**src/source/mempool_l2_pkg.sv**
```systemverilog
/*
 * Shared address map, widths, request structs and boot ROM image of the L2 system.
 * Every RTL file pulls this in by a wildcard import in its module header.
 */
package mempool_l2_pkg;

  localparam int unsigned AddrWidth      = 32;
  localparam int unsigned DataWidth      = 32;
  localparam int unsigned StrbWidth      = DataWidth / 8;
  localparam int unsigned NumInitiators  = 2;
  localparam int unsigned NumL2Banks     = 4;
  localparam int unsigned L2BankNumWords = 256;
  localparam int unsigned NumCores       = 4;

  localparam int unsigned ByteOffWidth    = $clog2(StrbWidth);
  localparam int unsigned BankIdxWidth    = $clog2(NumL2Banks);
  localparam int unsigned BankWordWidth   = $clog2(L2BankNumWords);
  localparam int unsigned BootromNumWords = 16;
  localparam int unsigned BootromIdxWidth = $clog2(BootromNumWords);

  typedef logic [AddrWidth-1:0]     addr_t;
  typedef logic [DataWidth-1:0]     data_t;
  typedef logic [StrbWidth-1:0]     strb_t;
  typedef logic [2:0]               tgt_idx_t;
  typedef logic [0:0]               ini_idx_t;
  typedef logic [BankWordWidth-1:0] word_addr_t;

  // Address map
  localparam int unsigned L2Size          = NumL2Banks * L2BankNumWords * StrbWidth;
  localparam addr_t       L2BaseAddr      = 32'h8000_0000;
  localparam addr_t       L2EndAddr       = L2BaseAddr + L2Size;
  localparam addr_t       BootromBaseAddr = 32'hA000_0000;
  localparam addr_t       BootromEndAddr  = BootromBaseAddr + BootromNumWords * StrbWidth;
  localparam addr_t       CtrlBaseAddr    = 32'h4000_0000;

  // Control block word indices (byte offsets 0 and 4)
  localparam word_addr_t CtrlWakeUpWord = 8'd0;
  localparam word_addr_t CtrlEocWord    = 8'd1;

  // Banks take indices 0 to NumL2Banks-1
  localparam int unsigned TgtBootrom = NumL2Banks;
  localparam int unsigned TgtCtrl    = NumL2Banks + 1;
  localparam int unsigned NumTargets = NumL2Banks + 2;

  typedef struct packed {
    addr_t addr;
    logic  we;
    data_t wdata;
    strb_t strb;
  } mem_req_t;

  typedef struct packed {
    word_addr_t addr;
    logic       we;
    data_t      wdata;
    strb_t      strb;
  } tgt_req_t;

  // Word-interleaved view of an L2 address
  typedef struct packed {
    logic [AddrWidth-ByteOffWidth-BankIdxWidth-BankWordWidth-1:0] upper;
    logic [BankWordWidth-1:0]                                     word;
    logic [BankIdxWidth-1:0]                                      bank;
    logic [ByteOffWidth-1:0]                                      offset;
  } l2_fields_t;

  typedef union packed {
    addr_t      raw;
    l2_fields_t l2;
  } l2_addr_u;

  // Boot code: cores park in wfi until woken, then jump to L2
  localparam data_t bootrom_image [BootromNumWords] = '{
    32'hf140_2573,  // csrr a0, mhartid
    32'h4000_02b7,  // lui t0, 0x40000
    32'h1050_0073,  // wfi
    32'h0002_a303,
    32'hfe03_0ce3,
    32'h8000_02b7,  // lui t0, 0x80000
    32'h0002_8067,  // jr t0
    32'h0000_0013,
    32'h0000_0013,
    32'h0000_0013,
    32'h0000_0013,
    32'h0000_0013,
    32'h0000_0013,
    32'h0000_0013,
    32'h0000_006f,  // trap loop
    32'hb007_c0de
  };

endpackage : mempool_l2_pkg

```
**src/source/ctrl_registers.sv**
```systemverilog
/*
 * Wake-up and end-of-computation registers of the system.
 * Word 0 holds the wake-up vector, word 1 the eoc value; others read zero.
 */
`timescale 1ns/1ns

module ctrl_registers
  import mempool_l2_pkg::*;
(
  input  logic                clk_i,
  input  logic                reset_i,
  input  logic                valid_i,
  input  tgt_req_t            req_i,
  output data_t               rdata_o,
  output logic [NumCores-1:0] wake_up_o,
  output data_t               eoc_o,
  output logic                eoc_valid_o
);

  // Full-word writes only
  always_ff @(posedge clk_i) begin
    if (reset_i) begin
      wake_up_o   <= '0;
      eoc_o       <= '0;
      eoc_valid_o <= 1'b0;
    end else if (valid_i && req_i.we) begin
      if (req_i.addr == CtrlWakeUpWord) begin
        wake_up_o <= req_i.wdata[NumCores-1:0];
      end else if (req_i.addr == CtrlEocWord) begin
        eoc_o       <= req_i.wdata;
        eoc_valid_o <= req_i.wdata[0];
      end
    end
  end

  always_ff @(posedge clk_i) begin
    if (valid_i && !req_i.we) begin
      case (req_i.addr)
        CtrlWakeUpWord: rdata_o <= data_t'(wake_up_o);
        CtrlEocWord:    rdata_o <= eoc_o;
        default:        rdata_o <= '0;
      endcase
    end
  end

endmodule : ctrl_registers

```
**config.mk**
```make
export PLATFORM = sky130hd
export DESIGN_NAME = ctrl_registers
export DESIGN_NICKNAME = d
export VERILOG_FILES = /design/src/source/mempool_l2_pkg.sv /design/src/source/ctrl_registers.sv
export SDC_FILE = /design/constraint.sdc
export NUM_CORES = 1
export LEC_CHECK = 0
export ABC_CLOCK_PERIOD_IN_PS = 3200
export BUFFER_PORTS_ARGS = -buffer_cell sky130_fd_sc_hd__buf_2
export CORE_ASPECT_RATIO = 1.75
export CORE_MARGIN = 10
export CORE_UTILIZATION = 52
export DETAILED_ROUTE_END_ITERATION = 10
export GPL_ROUTABILITY_DRIVEN = 0
export PLACE_DENSITY = 0.82
export SYNTH_ARGS = -nofsm -noshare
export SYNTH_HDL_FRONTEND = slang
export SYNTH_SLANG_ARGS = --single-unit
```
**constraint.sdc**
```tcl
create_clock -name clk_i -period 3.2 [get_ports clk_i]
set_input_delay 0.48 -clock clk_i [delete_from_list [all_inputs] [get_ports clk_i]]
set_output_delay 0.48 -clock clk_i [all_outputs]
set_load 0.1 [all_outputs]
```
==> flow_metrics.env <==
export IMPL_outcome="finished clean"
export IMPL_grt_max_degree=69
export IMPL_cts_setup_buffers=0
export IMPL_whs_ns=0.398
export IMPL_netlist_area_um2=2890
export IMPL_fillers=465
export IMPL_setup_violations=0
export IMPL_fin_crit_sh=0.607
export IMPL_fin_tns_setup_ns=0
export IMPL_path_clk_slew_ns=0.07
export IMPL_wl_per_cell_um=15.7
export IMPL_crit_required_ns=3.47
export IMPL_criticalPathCategory="in -> reg"
export IMPL_groute_usage_overall=0.147
export IMPL_initialDrtViolationCount=114
export IMPL_io_pins=117
export IMPL_grt_overflow_total=0
export IMPL_hpwl_um=4870
export IMPL_leakage_nw=1.56
export IMPL_yosysWarnings=0
export IMPL_start_kind="primary input"
export IMPL_cts_hold_buf=0
export IMPL_ys_flop_type="dfxtp_1"
export IMPL_cp_arrival_ns=2.21
export IMPL_report_power_total_mw=1.78
export IMPL_routed_wirelength_um=6630
export IMPL_hp_class="in -> reg"
export IMPL_path_max_fanout=32
export IMPL_die_area_um2=9050
export IMPL_async_reset_ff_frac=0
export IMPL_worstSkewPairLatency_ns=0.34
export IMPL_antenna_found_initial=0
export IMPL_synthToLayoutAreaGrowth_pct=26.6
export IMPL_ys_types=18
export IMPL_netlist_top_cells_area="edfxtp_1, dfxtp_1, nand2b_1"
export IMPL_die_h_um=119
export IMPL_cts_made_buffers=9
export IMPL_syn_nets=281
export IMPL_drv_slew=0
export IMPL_peakVddDrop_mv=0.380
export IMPL_start_util=0.540
export IMPL_rsz0062_at_grt="no"
export IMPL_tritoncts="built"
export IMPL_core_um2=5340
export IMPL_htree_levels=3
export IMPL_nets=391
export IMPL_synth_top_area_frac=0.333
export IMPL_synth_edf_count=32
export IMPL_syn_inst=233
export IMPL_avgSynthCellArea_um2=12.4
export IMPL_placed_area_um2=3470
export IMPL_drv_cap=0
export IMPL_grt_pass1_vias=2117
export IMPL_cts_repair_resized=0
export IMPL_cts_buffer_depth=2
export IMPL_post_route_cell_area_um2=3650
export IMPL_final_antenna_net_count=0
export IMPL_cts_root_buf="clkbuf_8"
export IMPL_drive_above_1_share=0.382
export IMPL_grt_pass1_wl_um=10700
export IMPL_diodes=0
export IMPL_drc=0
export IMPL_viasPerCell=4.78
export IMPL_synth_top_cell_by_area="edfxtp_1"
export IMPL_timing_fmax_mhz=515
export IMPL_num_rows=35
export IMPL_clock_skew_final_ns=0.00715
export IMPL_tightest_slew_ns=0.951
export IMPL_powerDensity_nw_per_um2=487
export IMPL_post_route_util=0.684
export IMPL_hold_viol=0
export IMPL_drtPass1Iterations=4
export IMPL_synth_seq_cells=68
export IMPL_yosysSeqAreaShare=0.583
export IMPL_min_period_ns=1.94
export IMPL_clock_sinks=68
export IMPL_portBuffers=112
export IMPL_slew_headroom=0.365
export IMPL_dieWidth_um=76.3
export IMPL_end_kind="register"
export IMPL_dr_total_vias=2016
==> registers in the layout, summed over array words and instances (netlist names) <==
register,cells
eoc_o,32
rdata_o,32
wake_up_o,4
==> through the flow <==
step                setup WS (ns)  std cells
finish                       1.26        422
detailed placement          0.905        406
global route                 1.18        422
floorplan                   0.842        233
global placement            0.946        406
CTS                          1.26        422
==> layout by cell type, fill, tap and decap left out, types with 2 or more instances in the layout <==
cell type | synthesis | final
and2_1 | 28 | 28
buf_2 | 1 | 112
buf_4 | 1 | 2
clkbuf_8 | 0 | 9
clkinv_1 | 0 | 2
clkinv_2 | 0 | 2
dfxtp_1 | 36 | 36
edfxtp_1 | 32 | 32
mux2i_1 | 40 | 40
nand2b_1 | 68 | 68
nor2_1 | 5 | 5
or4_4 | 2 | 2
==> Yosys cell counts (all sizes together) (2+ instances only) <==
cell type	n
or4	2
and2	28
dfxtp	36
clkbuf	9
buf	6
nand2b	68
edfxtp	32
nor2	5
mux2i	40
==> report_power, final <==
group	switching, mW	total [mW]	internal, mW
logic	0.145	0.194	0.0490
clock network	0.310	0.662	0.352
registers	0.00347	0.925	0.921
total	0.458	1.78	1.32
==> critical path, cell delays in order <==
cell,delay (ns)
buf_2,0.09
or4_4,0.57
nor4_4,0.26
buf_4,0.50
mux2i_1,0.26
==> routing by layer <==
| layer | vias up | wire length [µm] | GRT usage |
|---|---|---|---|
| met5 | - | 0 | 0 |
| met4 | 0 | 161 | 0.0818 |
| met3 | 12 | 357 | 0.0425 |
| met2 | 68 | 3580 | 0.263 |
| met1 | 946 | 2530 | 0.148 |
| li1 | 990 | - | - |
==> final cells by class <==
class | instances | area, µm² | area share
clock buffers | 10 | 128 | 0.0349
inverters | 1 | 3.75 | 0.00103
repair buffers | 114 | 576 | 0.158
flip-flops and latches | 68 | 1680 | 0.460
clock inverters | 6 | 55.1 | 0.0151
multi-input cells | 149 | 1120 | 0.306
well taps | 74 | 92.6 | 0.0253
==> kinds of logic (layout without fill, tap and decap cells) <==
group	Yosys count	count (layout)	share of synthesized area
multiplexers	40	40	0.139
buffers and inverters	16	131	0.0329
flip-flops	68	68	0.583
AND/OR/NAND/NOR	109	109	0.246
==> worst paths after layout <==
path / start / endpoint / slack (ns) / depth (start not counted)
max: req_i[44] / eoc_o[31] / 1.26 / 5
min: req_i[16] / eoc_o[12] / 0.40 / 3
max reg2reg: eoc_o[0] / rdata_o[0] / 2.42 / 2
min reg2reg: eoc_o[26] / eoc_o[26] / 0.48 / 2
No activity file was read; power rests on OpenSTA's default activity.
