`src/source/mempool_l2_pkg.sv`:
```
/*
 * Shared address map, widths, request structs and boot ROM image of the L2 system.
 * Every RTL file pulls this in by a wildcard import in its module header.
 */
package mempool_l2_pkg;

  localparam int unsigned AddrWidth      = 32;
  localparam int unsigned DataWidth      = 32;
  localparam int unsigned StrbWidth      = DataWidth / 8;
  localparam int unsigned NumInitiators  = 2;
  localparam int unsigned NumL2Banks     = 4;
  localparam int unsigned L2BankNumWords = 256;
  localparam int unsigned NumCores       = 4;

  localparam int unsigned ByteOffWidth    = $clog2(StrbWidth);
  localparam int unsigned BankIdxWidth    = $clog2(NumL2Banks);
  localparam int unsigned BankWordWidth   = $clog2(L2BankNumWords);
  localparam int unsigned BootromNumWords = 16;
  localparam int unsigned BootromIdxWidth = $clog2(BootromNumWords);

  typedef logic [AddrWidth-1:0]     addr_t;
  typedef logic [DataWidth-1:0]     data_t;
  typedef logic [StrbWidth-1:0]     strb_t;
  typedef logic [2:0]               tgt_idx_t;
  typedef logic [0:0]               ini_idx_t;
  typedef logic [BankWordWidth-1:0] word_addr_t;

  // Address map
  localparam int unsigned L2Size          = NumL2Banks * L2BankNumWords * StrbWidth;
  localparam addr_t       L2BaseAddr      = 32'h8000_0000;
  localparam addr_t       L2EndAddr       = L2BaseAddr + L2Size;
  localparam addr_t       BootromBaseAddr = 32'hA000_0000;
  localparam addr_t       BootromEndAddr  = BootromBaseAddr + BootromNumWords * StrbWidth;
  localparam addr_t       CtrlBaseAddr    = 32'h4000_0000;

  // Control block word indices (byte offsets 0 and 4)
  localparam word_addr_t CtrlWakeUpWord = 8'd0;
  localparam word_addr_t CtrlEocWord    = 8'd1;

  // Banks take indices 0 to NumL2Banks-1
  localparam int unsigned TgtBootrom = NumL2Banks;
  localparam int unsigned TgtCtrl    = NumL2Banks + 1;
  localparam int unsigned NumTargets = NumL2Banks + 2;

  typedef struct packed {
    addr_t addr;
    logic  we;
    data_t wdata;
    strb_t strb;
  } mem_req_t;

  typedef struct packed {
    word_addr_t addr;
    logic       we;
    data_t      wdata;
    strb_t      strb;
  } tgt_req_t;

  // Word-interleaved view of an L2 address
  typedef struct packed {
    logic [AddrWidth-ByteOffWidth-BankIdxWidth-BankWordWidth-1:0] upper;
    logic [BankWordWidth-1:0]                                     word;
    logic [BankIdxWidth-1:0]                                      bank;
    logic [ByteOffWidth-1:0]                                      offset;
  } l2_fields_t;

  typedef union packed {
    addr_t      raw;
    l2_fields_t l2;
  } l2_addr_u;

  // Boot code: cores park in wfi until woken, then jump to L2
  localparam data_t bootrom_image [BootromNumWords] = '{
    32'hf140_2573,  // csrr a0, mhartid
    32'h4000_02b7,  // lui t0, 0x40000
    32'h1050_0073,  // wfi
    32'h0002_a303,
    32'hfe03_0ce3,
    32'h8000_02b7,  // lui t0, 0x80000
    32'h0002_8067,  // jr t0
    32'h0000_0013,
    32'h0000_0013,
    32'h0000_0013,
    32'h0000_0013,
    32'h0000_0013,
    32'h0000_0013,
    32'h0000_0013,
    32'h0000_006f,  // trap loop
    32'hb007_c0de
  };

endpackage : mempool_l2_pkg

```
`src/source/l2_resp_route.sv`:
```
/*
 * Response path, registers each target strobe and its winning initiator.
 * One cycle later the target's read data is steered to that initiator.
 */
`timescale 1ns/1ns

module l2_resp_route
  import mempool_l2_pkg::*;
(
  input  logic                         clk_i,
  input  logic                         reset_i,
  input  logic     [NumTargets-1:0]    tgt_valid_i,
  input  ini_idx_t [NumTargets-1:0]    tgt_ini_i,
  input  data_t    [NumTargets-1:0]    tgt_rdata_i,
  output logic     [NumInitiators-1:0] rvalid_o,
  output data_t    [NumInitiators-1:0] rdata_o
);

  logic     [NumTargets-1:0] valid_q;
  ini_idx_t [NumTargets-1:0] ini_q;

  always_ff @(posedge clk_i) begin
    if (reset_i) begin
      valid_q <= '0;
    end else begin
      valid_q <= tgt_valid_i;
    end
  end

  always_ff @(posedge clk_i) begin
    ini_q <= tgt_ini_i;
  end

  // An initiator owns at most one target per cycle, so no collisions
  always_comb begin
    rvalid_o = '0;
    rdata_o  = '0;
    for (int unsigned t = 0; t < NumTargets; t++) begin
      if (valid_q[t]) begin
        rvalid_o[ini_q[t]] = 1'b1;
        rdata_o[ini_q[t]]  = tgt_rdata_i[t];
      end
    end
  end

endmodule : l2_resp_route

```
`config.mk`:
```
export PLATFORM = sky130hd
export DESIGN_NAME = l2_resp_route
export DESIGN_NICKNAME = d
export VERILOG_FILES = /design/src/source/mempool_l2_pkg.sv /design/src/source/l2_resp_route.sv
export SDC_FILE = /design/constraint.sdc
export NUM_CORES = 1
export LEC_CHECK = 0
export ABC_CLOCK_PERIOD_IN_PS = 4600
export BUFFER_PORTS_ARGS = -buffer_cell sky130_fd_sc_hd__buf_2
export CORE_MARGIN = 1.5
export CORE_UTILIZATION = 43
export CTS_BUF_LIST = sky130_fd_sc_hd__clkbuf_4
export CTS_CLUSTER_DIAMETER = 80
export DETAILED_ROUTE_END_ITERATION = 12
export PLACE_DENSITY = 0.84
export SETUP_SLACK_MARGIN = 0.1
export SLEW_MARGIN = 5
export SYNTH_ARGS = -nofsm -noshare
export SYNTH_HDL_FRONTEND = slang
export SYNTH_SLANG_ARGS = --single-unit
export TNS_END_PERCENT = 100
```
`constraint.sdc`:
```
create_clock -name clk_i -period 4.6 [get_ports clk_i]
set_input_delay 0.23 -clock clk_i [delete_from_list [all_inputs] [get_ports clk_i]]
set_output_delay 0.23 -clock clk_i [all_outputs]
set_load 0.05 [all_outputs]
```
==> report_table.html <==
<table>
<tr><th>Metric</th><th>Value</th></tr>
<tr><th colspan="2">Critical path</th></tr>
<tr><td>Slowest library cell on the worst path</td><td>sky130_fd_sc_hd__dfxtp_2</td></tr>
<tr><td>Largest stage delay on the critical path</td><td>around 1.1 ns</td></tr>
<tr><td>Type of destination of the critical path</td><td>output port</td></tr>
<tr><td>Cell breakdown of the critical path</td><td>nand2b_1 -&gt; buf_4 -&gt; a2111oi_0 -&gt; a211oi_1 -&gt; buf_2</td></tr>
<tr><td>Crit Path Max Fanout</td><td>67</td></tr>
<tr><td>Combined buffer and inverter count along the critical path</td><td>2</td></tr>
<tr><td>Worst path arrival time</td><td>3.44 ns</td></tr>
<tr><td>Launching element type of the critical path</td><td>flop</td></tr>
<tr><td>Required time at the worst-slack endpoint</td><td>4.37 ns</td></tr>
<tr><td>Kind of critical path</td><td>reg -&gt; out</td></tr>
<tr><td>Cell family contributing the most delay on the critical path</td><td>flip-flops</td></tr>
<tr><th colspan="2">Synthesis</th></tr>
<tr><td>Part of the Yosys area used for sequential elements</td><td>0.0462</td></tr>
<tr><td>Distinct cells, synth</td><td>25</td></tr>
<tr><td>Synthesized area divided by synthesized cell count</td><td>7.09 sq um</td></tr>
<tr><td>Cell type with the highest aggregate area in the netlist</td><td>sky130_fd_sc_hd__a211oi_1</td></tr>
<tr><td>Cells taking the most area after synthesis</td><td>sky130_fd_sc_hd__a211oi_1 (14%), sky130_fd_sc_hd__a311oi_1 (11%), sky130_fd_sc_hd__and3b_1 (11%)</td></tr>
<tr><td>Combined area of all synthesized cells</td><td>around 0.0052 sq mm</td></tr>
<tr><td>Register bit total from synthesis</td><td>12</td></tr>
<tr><td>Syn Inst Count</td><td>roughly 730</td></tr>
<tr><td>Post-synth EDFFs</td><td>0</td></tr>
<tr><td>Top FF cell, synth</td><td>sky130_fd_sc_hd__dfxtp_1</td></tr>
<tr><td>Yosys warning count</td><td>0</td></tr>
<tr><td>Synth async-reset ratio</td><td>0</td></tr>
<tr><td>Net count of the mapped netlist</td><td>939</td></tr>
<tr><td>Area share of the largest cell type after synthesis</td><td>0.139</td></tr>
<tr><th colspan="2">Global routing</th></tr>
<tr><td>Global Route Usage Sum</td><td>0.335</td></tr>
<tr><td>Total grt overflow</td><td>0</td></tr>
<tr><td>Initial antenna violation count</td><td>0</td></tr>
<tr><td>Met3 capacity usage during global routing</td><td>0.0525</td></tr>
<tr><td>Largest net degree at the start of global routing</td><td>68</td></tr>
<tr><td>Met2 global-route usage</td><td>0.555</td></tr>
<tr><td>Wire length of the first global-routing pass</td><td>35.1 mm</td></tr>
<tr><td>GR Layer Usage met1</td><td>0.431</td></tr>
<tr><td>Layer carrying the most global-route usage</td><td>met2</td></tr>
<tr><td>Via count of the first global-routing pass</td><td>~7100</td></tr>
<tr><th colspan="2">Final layout</th></tr>
<tr><td>Area of combinational cells with multiple inputs</td><td>around 0.0045 sq mm</td></tr>
<tr><td>Total number of nets in the final design</td><td>1110</td></tr>
<tr><td>Final-layout fill cell count</td><td>roughly 1100</td></tr>
<tr><td>Fraction of final layout cells sized beyond drive strength 1</td><td>0.382</td></tr>
<tr><td>Most frequent cells in the layout</td><td>sky130_fd_sc_hd__buf_2 (271), sky130_fd_sc_hd__a211oi_1 (96)</td></tr>
<tr><td>N_diodes</td><td>0</td></tr>
<tr><td>Area used by sequential logic in the layout</td><td>between 200 and 300 sq um</td></tr>
<tr><td>Final non-filler cell area</td><td>about 0.0065 sq mm</td></tr>
<tr><td>Growth of design area from synthesis to finish</td><td>24.2%</td></tr>
<tr><td>Commonest non-fill, non-tap cell in the layout</td><td>sky130_fd_sc_hd__buf_2</td></tr>
<tr><th colspan="2">Place</th></tr>
<tr><td>Placement Cell Area</td><td>around 0.0064 sq mm</td></tr>
<tr><td>DP Wirelength</td><td>~15 mm</td></tr>
<tr><td>Count of buffers inserted at the top-level ports</td><td>between 200 and 300</td></tr>
<tr><td>RePlAce Congestion</td><td>approximately 0.95</td></tr>
<tr><th colspan="2">CTS</th></tr>
<tr><td>Number of buffers on the longest clock path</td><td>2</td></tr>
<tr><td>Sinks on the clock net</td><td>12</td></tr>
<tr><td>Clock tree from TritonCTS</td><td>yes</td></tr>
<tr><td>Clock transition at the registers of the reported paths</td><td>roughly 0.080 ns</td></tr>
<tr><td>H-tree levels</td><td>1</td></tr>
<tr><td>CTS Buf Count</td><td>3</td></tr>
<tr><td>Clock Tree Root</td><td>sky130_fd_sc_hd__clkbuf_4</td></tr>
<tr><td>Post-CTS Repair Setup Buffers</td><td>0</td></tr>
<tr><td>Resized cells post-CTS</td><td>0</td></tr>
<tr><td>Quantity of hold-fixing buffers added after cts</td><td>0</td></tr>
<tr><th colspan="2">STA</th></tr>
<tr><td>Min Clock Period, post-route</td><td>approximately 3.7 ns</td></tr>
<tr><td>Setup Viol. Count Final</td><td>0</td></tr>
<tr><td>Final count of hold timing violations</td><td>0</td></tr>
<tr><td>Relative slew slack</td><td>0.211</td></tr>
<tr><td>Worst-Margin Slew</td><td>approximately 1.2 ns</td></tr>
<tr><td>Max Fclk</td><td>around 0.27 GHz</td></tr>
<tr><td>Count of pins over their slew limit</td><td>0</td></tr>
<tr><td>Ratio of final minimum period to clock period</td><td>0.798</td></tr>
<tr><td>Unrepaired setup endpoints after global routing</td><td>false</td></tr>
<tr><td>Total negative setup slack</td><td>0 ns</td></tr>
<tr><th colspan="2">Floorplanning</th></tr>
<tr><td>Num rows</td><td>39</td></tr>
<tr><td>Area of the die</td><td>approximately 0.013 sq mm</td></tr>
<tr><td>Placeable Area</td><td>around 0.012 sq mm</td></tr>
<tr><td>Top-level port count</td><td>around 270</td></tr>
<tr><td>Initial Util</td><td>0.448</td></tr>
<tr><td>Die extent in x</td><td>roughly 110 um</td></tr>
<tr><td>Y dimension of the die</td><td>approximately 110 um</td></tr>
<tr><th colspan="2">Power and ir drop</th></tr>
<tr><td>Power density of the placed cells</td><td>roughly 160 mW/mm^2</td></tr>
<tr><td>Leak</td><td>between 2 and 3 nW</td></tr>
<tr><td>Largest vdd supply drop</td><td>0.174 mV</td></tr>
<tr><th colspan="2">Min path</th></tr>
<tr><td>Endpoint, Worst Hold</td><td>ini_q[3]</td></tr>
<tr><td>Hold Crit Start</td><td>tgt_ini_i[3]</td></tr>
<tr><td>Worst min-delay path class</td><td>in -&gt; reg</td></tr>
<tr><td>Hold Path Stages</td><td>1</td></tr>
<tr><th colspan="2">Route</th></tr>
<tr><td>Total Routed Length</td><td>about 23 mm</td></tr>
<tr><td>Routed wire length per instance</td><td>21.8 um</td></tr>
<tr><td>DRT Pass-1 Iters</td><td>6</td></tr>
<tr><td>Remaining DRCs</td><td>0</td></tr>
<tr><td>Drt first-iter violations</td><td>between 900 and 1000</td></tr>
<tr><td>Mean number of vias per cell</td><td>~7.2</td></tr>
<tr><td>Antenna viol nets, final</td><td>0</td></tr>
<tr><td>Total number of vias</td><td>roughly 7600</td></tr>
<tr><th colspan="2">Job</th></tr>
<tr><td>Maximum capacitance violations</td><td>0</td></tr>
<tr><th colspan="2">Status</th></tr>
<tr><td>Outcome</td><td>finished, final reports clean</td></tr>
</table>
==> metal layers <==
metal / part of all wire / up-vias
met4: 0.042 / 0
met2: 0.45 / 657
met5: 0 / -
met3: 0.12 / 123
met1: 0.38 / 3427
li1: - / 3356
==> flip-flops by register name, indices dropped and copies added, names as in the netlist <==
| register | count |
|---|---|
| ini_q | 6 |
| valid_q | 6 |
==> Yosys cell counts, types with 2 or more instances <==
library cell and instances:
sky130_fd_sc_hd__clkbuf_1 101, sky130_fd_sc_hd__a211oi_1 96, sky130_fd_sc_hd__a311oi_1 64, sky130_fd_sc_hd__and3_1 64, sky130_fd_sc_hd__and3b_1 64, sky130_fd_sc_hd__nand3b_1 64, sky130_fd_sc_hd__o31ai_1 62, sky130_fd_sc_hd__or3b_2 39
sky130_fd_sc_hd__a2111oi_0 32, sky130_fd_sc_hd__nor2_1 32, sky130_fd_sc_hd__nor3_1 32, sky130_fd_sc_hd__or3b_1 26, sky130_fd_sc_hd__dfxtp_1 12, sky130_fd_sc_hd__buf_2 11, sky130_fd_sc_hd__nor2b_1 11, sky130_fd_sc_hd__buf_1 5
sky130_fd_sc_hd__nand2_1 4, sky130_fd_sc_hd__and2_1 3, sky130_fd_sc_hd__nand2b_1 3, sky130_fd_sc_hd__mux2i_1 2, sky130_fd_sc_hd__or4_1 2
==> cells by family (layout without fill, tap and decap cells) <==
logic type	Yosys count	after routing	synth area share
AO/OA/AOI/OAI	255	255	0.391
AND/OR/NAND/NOR	344	344	0.467
flip-flops	12	12	0.0462
buffers and inverters	120	290	0.0917
multiplexers	2	2	0.00385
==> worst max-delay path by stage <==
stage,from,to,slack (ns),cells past startpoint
2_1_floorplan,ini_q[5],rdata_o[34],2.05,6
3_3_place_gp,valid_q[5],rdata_o[38],1.63,6
3_5_place_dp,ini_q[2],rdata_o[56],1.59,5
4_1_cts,valid_q[3],rdata_o[0],1.18,5
5_1_grt,valid_q[3],rdata_o[0],0.86,5
6_report,valid_q[3],rdata_o[0],0.93,5
==> cell type report <==
type                       count  share of cell area
multi-input combinational    601               0.700
clock inverter                 1            0.000581
tap                          143              0.0277
clock buffer                   3             0.00349
sequential                    12              0.0387
timing repair buffer         286               0.229
==> per-stage QoR <==
stage	util	hold WS, ns	worst slack [ns]	cells	power, mW
2_1_floorplan	-	0.258	2.05	733	0.697
3_3_place_gp	0.554	0.332	1.63	1042	0.944
3_5_place_dp	0.554	0.334	1.59	1042	0.952
4_1_cts	0.556	0.0509	1.18	1046	1.02
5_1_grt	0.556	0.0463	0.861	1046	1.08
6_report	0.556	0.0562	0.928	1046	1.03
==> power breakdown <==
part           leakage, nW  internal [mW]  switching, mW
sequential           0.102          0.110         0.0248
clock               0.0154         0.0313         0.0355
combinational         2.73          0.263          0.569
total                 2.85          0.405          0.629
(Power assumes the default switching activity.)
