File: config.mk
export PLATFORM = sky130hd
export DESIGN_NAME = l2_region_decode
export DESIGN_NICKNAME = d
export VERILOG_FILES = /design/src/source/mempool_l2_pkg.sv /design/src/source/l2_region_decode.sv
export SDC_FILE = /design/constraint.sdc
export NUM_CORES = 1
export LEC_CHECK = 0
export CORE_AREA = 10 10 82 84
export DETAILED_ROUTE_END_ITERATION = 10
export DIE_AREA = 0 0 92 94
export DONT_BUFFER_PORTS = 1
export SETUP_SLACK_MARGIN = 0.4
export SKIP_LAST_GASP = 1
export SYNTH_ARGS = -nofsm -noshare
export SYNTH_HDL_FRONTEND = slang
export SYNTH_SLANG_ARGS = --single-unit
File: constraint.sdc
create_clock -name vclk -period 2.5
set_input_delay 0.5 -clock vclk [all_inputs]
set_output_delay 0.5 -clock vclk [all_outputs]
set_load 0.05 [all_outputs]
File: src/source/mempool_l2_pkg.sv
/*
 * Shared address map, widths, request structs and boot ROM image of the L2 system.
 * Every RTL file pulls this in by a wildcard import in its module header.
 */
package mempool_l2_pkg;

  localparam int unsigned AddrWidth      = 32;
  localparam int unsigned DataWidth      = 32;
  localparam int unsigned StrbWidth      = DataWidth / 8;
  localparam int unsigned NumInitiators  = 2;
  localparam int unsigned NumL2Banks     = 4;
  localparam int unsigned L2BankNumWords = 256;
  localparam int unsigned NumCores       = 4;

  localparam int unsigned ByteOffWidth    = $clog2(StrbWidth);
  localparam int unsigned BankIdxWidth    = $clog2(NumL2Banks);
  localparam int unsigned BankWordWidth   = $clog2(L2BankNumWords);
  localparam int unsigned BootromNumWords = 16;
  localparam int unsigned BootromIdxWidth = $clog2(BootromNumWords);

  typedef logic [AddrWidth-1:0]     addr_t;
  typedef logic [DataWidth-1:0]     data_t;
  typedef logic [StrbWidth-1:0]     strb_t;
  typedef logic [2:0]               tgt_idx_t;
  typedef logic [0:0]               ini_idx_t;
  typedef logic [BankWordWidth-1:0] word_addr_t;

  // Address map
  localparam int unsigned L2Size          = NumL2Banks * L2BankNumWords * StrbWidth;
  localparam addr_t       L2BaseAddr      = 32'h8000_0000;
  localparam addr_t       L2EndAddr       = L2BaseAddr + L2Size;
  localparam addr_t       BootromBaseAddr = 32'hA000_0000;
  localparam addr_t       BootromEndAddr  = BootromBaseAddr + BootromNumWords * StrbWidth;
  localparam addr_t       CtrlBaseAddr    = 32'h4000_0000;

  // Control block word indices (byte offsets 0 and 4)
  localparam word_addr_t CtrlWakeUpWord = 8'd0;
  localparam word_addr_t CtrlEocWord    = 8'd1;

  // Banks take indices 0 to NumL2Banks-1
  localparam int unsigned TgtBootrom = NumL2Banks;
  localparam int unsigned TgtCtrl    = NumL2Banks + 1;
  localparam int unsigned NumTargets = NumL2Banks + 2;

  typedef struct packed {
    addr_t addr;
    logic  we;
    data_t wdata;
    strb_t strb;
  } mem_req_t;

  typedef struct packed {
    word_addr_t addr;
    logic       we;
    data_t      wdata;
    strb_t      strb;
  } tgt_req_t;

  // Word-interleaved view of an L2 address
  typedef struct packed {
    logic [AddrWidth-ByteOffWidth-BankIdxWidth-BankWordWidth-1:0] upper;
    logic [BankWordWidth-1:0]                                     word;
    logic [BankIdxWidth-1:0]                                      bank;
    logic [ByteOffWidth-1:0]                                      offset;
  } l2_fields_t;

  typedef union packed {
    addr_t      raw;
    l2_fields_t l2;
  } l2_addr_u;

  // Boot code: cores park in wfi until woken, then jump to L2
  localparam data_t bootrom_image [BootromNumWords] = '{
    32'hf140_2573,  // csrr a0, mhartid
    32'h4000_02b7,  // lui t0, 0x40000
    32'h1050_0073,  // wfi
    32'h0002_a303,
    32'hfe03_0ce3,
    32'h8000_02b7,  // lui t0, 0x80000
    32'h0002_8067,  // jr t0
    32'h0000_0013,
    32'h0000_0013,
    32'h0000_0013,
    32'h0000_0013,
    32'h0000_0013,
    32'h0000_0013,
    32'h0000_0013,
    32'h0000_006f,  // trap loop
    32'hb007_c0de
  };

endpackage : mempool_l2_pkg

File: src/source/l2_region_decode.sv
/*
 * Maps each initiator address to a target index and a local word address.
 * Purely combinational, sits in front of the crossbar.
 */
`timescale 1ns/1ns

module l2_region_decode
  import mempool_l2_pkg::*;
(
  input  logic     [NumInitiators-1:0] req_i,
  input  mem_req_t [NumInitiators-1:0] mem_req_i,
  output tgt_idx_t [NumInitiators-1:0] tgt_idx_o,
  output tgt_req_t [NumInitiators-1:0] tgt_req_o
);

  for (genvar i = 0; i < NumInitiators; i++) begin : gen_decode
    l2_addr_u   addr;
    addr_t      ctrl_offset;
    tgt_idx_t   idx;
    word_addr_t local_addr;

    assign addr        = mem_req_i[i].addr;
    assign ctrl_offset = addr.raw - CtrlBaseAddr;

    always_comb begin
      if (addr.raw >= L2BaseAddr && addr.raw < L2EndAddr) begin
        // Interleaved banks, consecutive words hit consecutive banks
        idx        = tgt_idx_t'(addr.l2.bank);
        local_addr = addr.l2.word;
      end else if (addr.raw >= BootromBaseAddr && addr.raw < BootromEndAddr) begin
        idx        = tgt_idx_t'(TgtBootrom);
        local_addr = word_addr_t'(addr.raw[ByteOffWidth +: BootromIdxWidth]);
      end else begin
        // Control block doubles as the default target
        idx        = tgt_idx_t'(TgtCtrl);
        local_addr = ctrl_offset[ByteOffWidth +: BankWordWidth];
      end
    end

    assign tgt_idx_o[i] = idx;
    // Idle ports never present a write
    assign tgt_req_o[i] = '{
      addr:  local_addr,
      we:    mem_req_i[i].we & req_i[i],
      wdata: mem_req_i[i].wdata,
      strb:  mem_req_i[i].strb
    };
  end

endmodule : l2_region_decode

==> results of run 1 <==
==> kinds of logic (layout without fill, tap and decap cells) <==
kind of cell | count (synthesis) | in the layout
buffers and inverters | 74 | 7
AND/OR/NAND/NOR | 34 | 34
multiplexers | 16 | 16
AO/OA/AOI/OAI | 2 | 2
==> per-stage QoR <==
step	instances	hold WS [ns]	power (mW)	area [µm²]	setup WS, ns
CTS	129	1.00	0.0999	771	0.178
floorplan	126	1.15	0.399	1100	0.133
global route	129	1.00	0.103	785	0.0951
global placement	129	1.00	0.0939	713	0.111
finish	129	1.00	0.0991	785	0.189
detailed placement	129	1.00	0.0944	713	0.0992
==> cell usage after synthesis <==
cell type | n | area share (%)
a31oi_1 | 1 | 0.65
and2_1 | 2 | 1.3
buf_4 | 72 | 57
inv_1 | 2 | 0.79
mux2_2 | 16 | 19
nand2_1 | 3 | 1.2
nand2b_1 | 2 | 1.3
nand3_1 | 2 | 1.0
nand3b_1 | 1 | 0.79
nand4_1 | 2 | 1.3
nor2_1 | 3 | 1.2
nor3_1 | 3 | 1.6
nor3_2 | 1 | 1.0
nor4_1 | 10 | 6.5
nor4_4 | 1 | 2.2
nor4b_1 | 2 | 1.8
o21ai_0 | 1 | 0.52
or3_1 | 2 | 1.3
==> power groups by stage <==
stage | combinational [mW] | clock (mW) | sequential [mW]
after global routing | 0.103 | 0 | 0
after floorplan | 0.399 | 0 | 0
after global placement | 0.0939 | 0 | 0
after detailed placement | 0.0944 | 0 | 0
final | 0.0991 | 0 | 0
after CTS | 0.0999 | 0 | 0
==> placed cells by master (no fill, tap or decap), types with 2 or more instances in the layout <==
cell type / netlist / layout
and2_1: 2 / 2
buf_12: 0 / 2
buf_4: 72 / 2
inv_1: 2 / 2
mux2_4: 0 / 16
nand2_1: 3 / 3
nand4_1: 2 / 2
nor2_4: 0 / 2
nor3_1: 3 / 2
nor4_1: 10 / 4
nor4_4: 1 / 7
==> path summary, 6_finish.rpt <==
kind / slack (ns) / cells after the start / to
setup / recovery: 0.19 / 5 / tgt_req_o[37]
hold / removal: 1.00 / 0 / tgt_req_o[22]
==> metal layers <==
metal | up-vias | global-route usage, % | wire length [µm]
met3 | 46 | 6.87 | 875
met1 | 245 | 5.30 | 862
li1 | 229 | - | -
met2 | 97 | 10.6 | 1540
met4 | 0 | 5.78 | 299
met5 | - | 0 | 0
==> worst max-delay path: cells and delay by family <==
| family | cells | cell delay (ns) |
|---|---|---|
| simple gates | 3 | 0.72 |
| mux | 1 | 0.40 |
| buf+inv | 1 | 0.19 |
==> layout make-up <==
cell class | count | area, µm² | area share [%]
Multi-Input combinational cell | 52 | 623 | 79.4
Tap cell | 70 | 87.6 | 11.2
Timing Repair Buffer | 5 | 66.3 | 8.45
Inverter | 2 | 7.51 | 0.957
==> what timing repair did <==
action | CTS | global route
pin swaps | 6 | 3
resized for setup | 12 | 2
endpoints found under the setup margin | 18 | 18
==> impl_metrics.py, run 1 <==
metrics = {
    "status": {
        "outcome": "completed",
    },
    "timing": {
        "final-max-slew-violation-count": 0,
        "rsz0062_at_grt": "true",
        "worst_pin_slew_ns": 0.508,
        "setup_viol": 0,
        "finalHoldViolations": 0,
        "period_share_pct": 92.4,
        "slew_headroom_pct": 66.4,
        "min_period_ns": 2.31,
        "fmax_ghz": 0.433,
        "tns_ns": 0,
    },
    "logic_synthesis": {
        "syn_area_um2": 956,
        "synthesis.instances": 126,
        "synth_simple_gate_area_share_pct": 22.6,
        "muxShareOfSynthArea_pct": 18.8,
        "avgSynthCellArea_um2": 7.59,
        "synth_top_family_by_area": "buffers and inverters",
        "synth_warnings": 0,
        "synth-seq-area-share_pct": 0,
        "synth_nets": 266,
        "synthAdderAreaFrac_pct": 0,
        "synth-xor-area-share_pct": 0,
        "synth_compound_area_share_pct": 1.18,
        "synth_cell_types": 18,
    },
    "die": {
        "ios": 236,
        "dieWidth_um": 92,
        "die_y_um": 94,
        "std_cell_rows": 26,
        "die_area_um2": 8650,
        "start_util_pct": 18.8,
        "core-area_um2": 5070,
    },
    "grt": {
        "grt_pass1_vias": 718,
        "track_usage_pct": 7.03,
        "grt_max_degree": 9,
        "antenna_found_initial": 0,
        "grt_pass1_wl_um": 5000,
        "gr-total-overflow": 0,
    },
    "critical_path": {
        "startpoint": "mem_req_i[62]",
        "critical_path_class": "in2out",
        "cpMaxStageDelayCell": "mux2_4",
        "critical_path_arrival_ns": 1.81,
        "path_cells": "nor4_4 -> nand2_1 -> nor4_4 -> buf_6 -> mux2_4",
        "crit_top_cell": "nor4_4",
        "crit_path_max_fanout": 8,
        "max_stage_delay_ns": 0.40,
        "crit_required_ns": 2.00,
        "cp-start-kind": "primary input",
        "end_kind": "primary output",
    },
    "routing": {
        "vias": 617,
        "drc_errors": 0,
        "ant_nets": 0,
        "wl_per_cell_um": 27.7,
        "drt-total-wl_um": 3580,
        "vias_per_cell": 4.78,
        "firstDrtPassIters": 4,
        "drt_iter0_markers": 8,
    },
    "power": {
        "comb_power_share_pct": 100.0,
        "p_switching_uw": 68.2,
        "switching_share_pct": 68.9,
        "intPower_uw": 30.9,
        "power.leakage_nw": 0.227,
        "clockPowerShare_pct": 0,
        "pwr-share-seq_pct": 0,
        "power_density_nw_per_um2": 126,
        "irDropWorstVdd_uv": 75.5,
    },
    "final_layout": {
        "clock_buffers": 0,
        "drive_above_1_share_pct": 62.7,
        "antenna_cells": 0,
        "seq_area_um2": 0,
        "synthToLayoutAreaGrowth_pct": -17.9,
        "finalNetCount": 201,
        "fill_cells": 583,
        "postLayoutCoreUtil_pct": 15.5,
        "flops_and_latches": 0,
    },
    "place": {
        "port_buffers": 0,
        "gp_congestion": 0.695,
        "dp_hpwl_um": 3320,
    },
    "job": {
        "maxCapViolations": 0,
    },
    "clock_network": {
        "postCtsHoldBufs": 0,
        "cts_setup_buffers": 0,
    },
    "hold_path": {
        "hold_path.class": "in2out",
        "hold_start": "mem_req_i[22]",
    },
}
Note: power is estimated with default switching activity, not from simulation.
==> run 2: changes to the inputs <==
==> constraint.sdc (replaced) <==
create_clock -name vclk -period 2.6
set_input_delay 0.52 -clock vclk [all_inputs]
set_output_delay 0.52 -clock vclk [all_outputs]
set_load 0.05 [all_outputs]
==> impl_metrics.py, run 2 (synthesis results as in run 1) <==
metrics = {
    "status": {
        "outcome": "completed",
    },
    "timing": {
        "min_period_ns": 2.34,
        "rsz0062_at_grt": "true",
        "final-max-slew-violation-count": 0,
        "finalHoldViolations": 0,
        "fmax_ghz": 0.428,
        "setup_viol": 0,
        "period_share_pct": 89.9,
        "slew_headroom_pct": 62.6,
        "worst_pin_slew_ns": 0.560,
        "tns_ns": 0,
    },
    "power": {
        "power.leakage_nw": 0.221,
        "power_density_nw_per_um2": 124,
        "irDropWorstVdd_uv": 53.0,
    },
    "routing": {
        "ant_nets": 0,
        "vias": 607,
        "vias_per_cell": 4.74,
        "drt_iter0_markers": 4,
        "drc_errors": 0,
        "drt-total-wl_um": 3530,
        "firstDrtPassIters": 2,
        "wl_per_cell_um": 27.6,
    },
    "job": {
        "maxCapViolations": 0,
    },
    "grt": {
        "grt_max_degree": 9,
        "track_usage_pct": 6.91,
        "grt_pass1_wl_um": 4870,
        "gr-total-overflow": 0,
        "antenna_found_initial": 0,
        "grt_pass1_vias": 729,
    },
    "final_layout": {
        "finalNetCount": 200,
        "antenna_cells": 0,
        "layout_commonest_cell": "mux2_4",
        "drive_above_1_share_pct": 62.1,
        "clock_buffers": 0,
        "synthToLayoutAreaGrowth_pct": -19.6,
        "flops_and_latches": 0,
        "seq_area_um2": 0,
        "postLayoutCoreUtil_pct": 15.1,
        "mostFrequentLayoutCells": "mux2_4, nor4_4, nor4_1",
    },
    "place": {
        "port_buffers": 0,
        "dp_hpwl_um": 3310,
        "gp_congestion": 0.725,
    },
    "hold_path": {
        "hold_path.class": "in2out",
        "hold_start": "mem_req_i[22]",
    },
    "critical_path": {
        "cp-start-kind": "primary input",
        "cp-endpoint": "tgt_req_o[41]",
        "critical_path_arrival_ns": 1.82,
        "crit_top_cell": "nor4_4",
        "path_cells": "nor4_4 -> nand2_1 -> nor4_4 -> buf_6 -> mux2_4",
        "crit_required_ns": 2.08,
        "crit_path_max_fanout": 8,
        "end_kind": "primary output",
        "critical_path_class": "in2out",
        "startpoint": "mem_req_i[62]",
        "max_stage_delay_ns": 0.40,
        "cpMaxStageDelayCell": "mux2_4",
    },
    "die": {
        "die_area_um2": 8650,
        "start_util_pct": 18.8,
        "dieWidth_um": 92,
        "die_y_um": 94,
        "core-area_um2": 5070,
        "std_cell_rows": 26,
        "ios": 236,
    },
    "clock_network": {
        "cts_setup_buffers": 0,
        "postCtsHoldBufs": 0,
    },
}
==> run 2: changes by cell type in the layout (fill, tap and decap cells not counted) <==
cell / previous run / this run
buf_4: 2 / 1
buf_12: 2 / 1
buf_6: 1 / 2
==> run 2: power breakdown <==
part	leakage, nW	internal (mW)	switching (mW)
clock network	0	0	0
logic	0.221	0.0297	0.0654
registers	0	0	0
==> run 2: what timing repair did <==
action / CTS / global route
pin swaps: 3 / 3
cloned: 0 / 0
gates resized for setup: 14 / 1
endpoints found under the setup margin: 17 / 18
==> run 2: metal layers <==
layer	vias to the layer above	part of all wire, %	routed length [µm]	GRT usage (%)
met1	244	22	778	4.67
met2	91	44	1560	10.8
li1	226	-	-	-
met5	-	0	0	0
met3	46	25	888	7.19
met4	0	8.5	299	5.78
==> run 2: layout make-up <==
cell class	instances	area, µm²
Tap cell	70	87.6
Fill cell	577	4310
Multi-Input combinational cell	52	623
Inverter	2	7.51
Timing Repair Buffer	4	50.0
==> run 2: how the worst min path moves through the flow <==
stage,endpoint,slack (ns),depth (start not counted)
6_report,tgt_req_o[22],1.04,0
2_1_floorplan,tgt_idx_o[4],1.19,2
4_1_cts,tgt_req_o[13],1.04,0
5_1_grt,tgt_req_o[22],1.04,0
3_3_place_gp,tgt_req_o[13],1.04,0
3_5_place_dp,tgt_req_o[13],1.04,0
==> run 2: critical path: cells and delay by family <==
family	cells	cell delay [ns]
and+or+nand+nor	3	0.71
buffers and inverters	1	0.19
muxes	1	0.40
==> run 2: metrics by stage <==
step | hold slack (ns) | setup WS [ns] | power, mW | instance area [µm²] | std cells
after global routing | 1.04 | 0.167 | 0.0986 | 768 | 128
after floorplan | 1.19 | 0.193 | 0.384 | 1100 | 126
after detailed placement | 1.04 | 0.158 | 0.0905 | 693 | 128
final | 1.04 | 0.262 | 0.0951 | 768 | 128
after CTS | 1.04 | 0.242 | 0.0961 | 763 | 128
after global placement | 1.04 | 0.170 | 0.0903 | 693 | 128
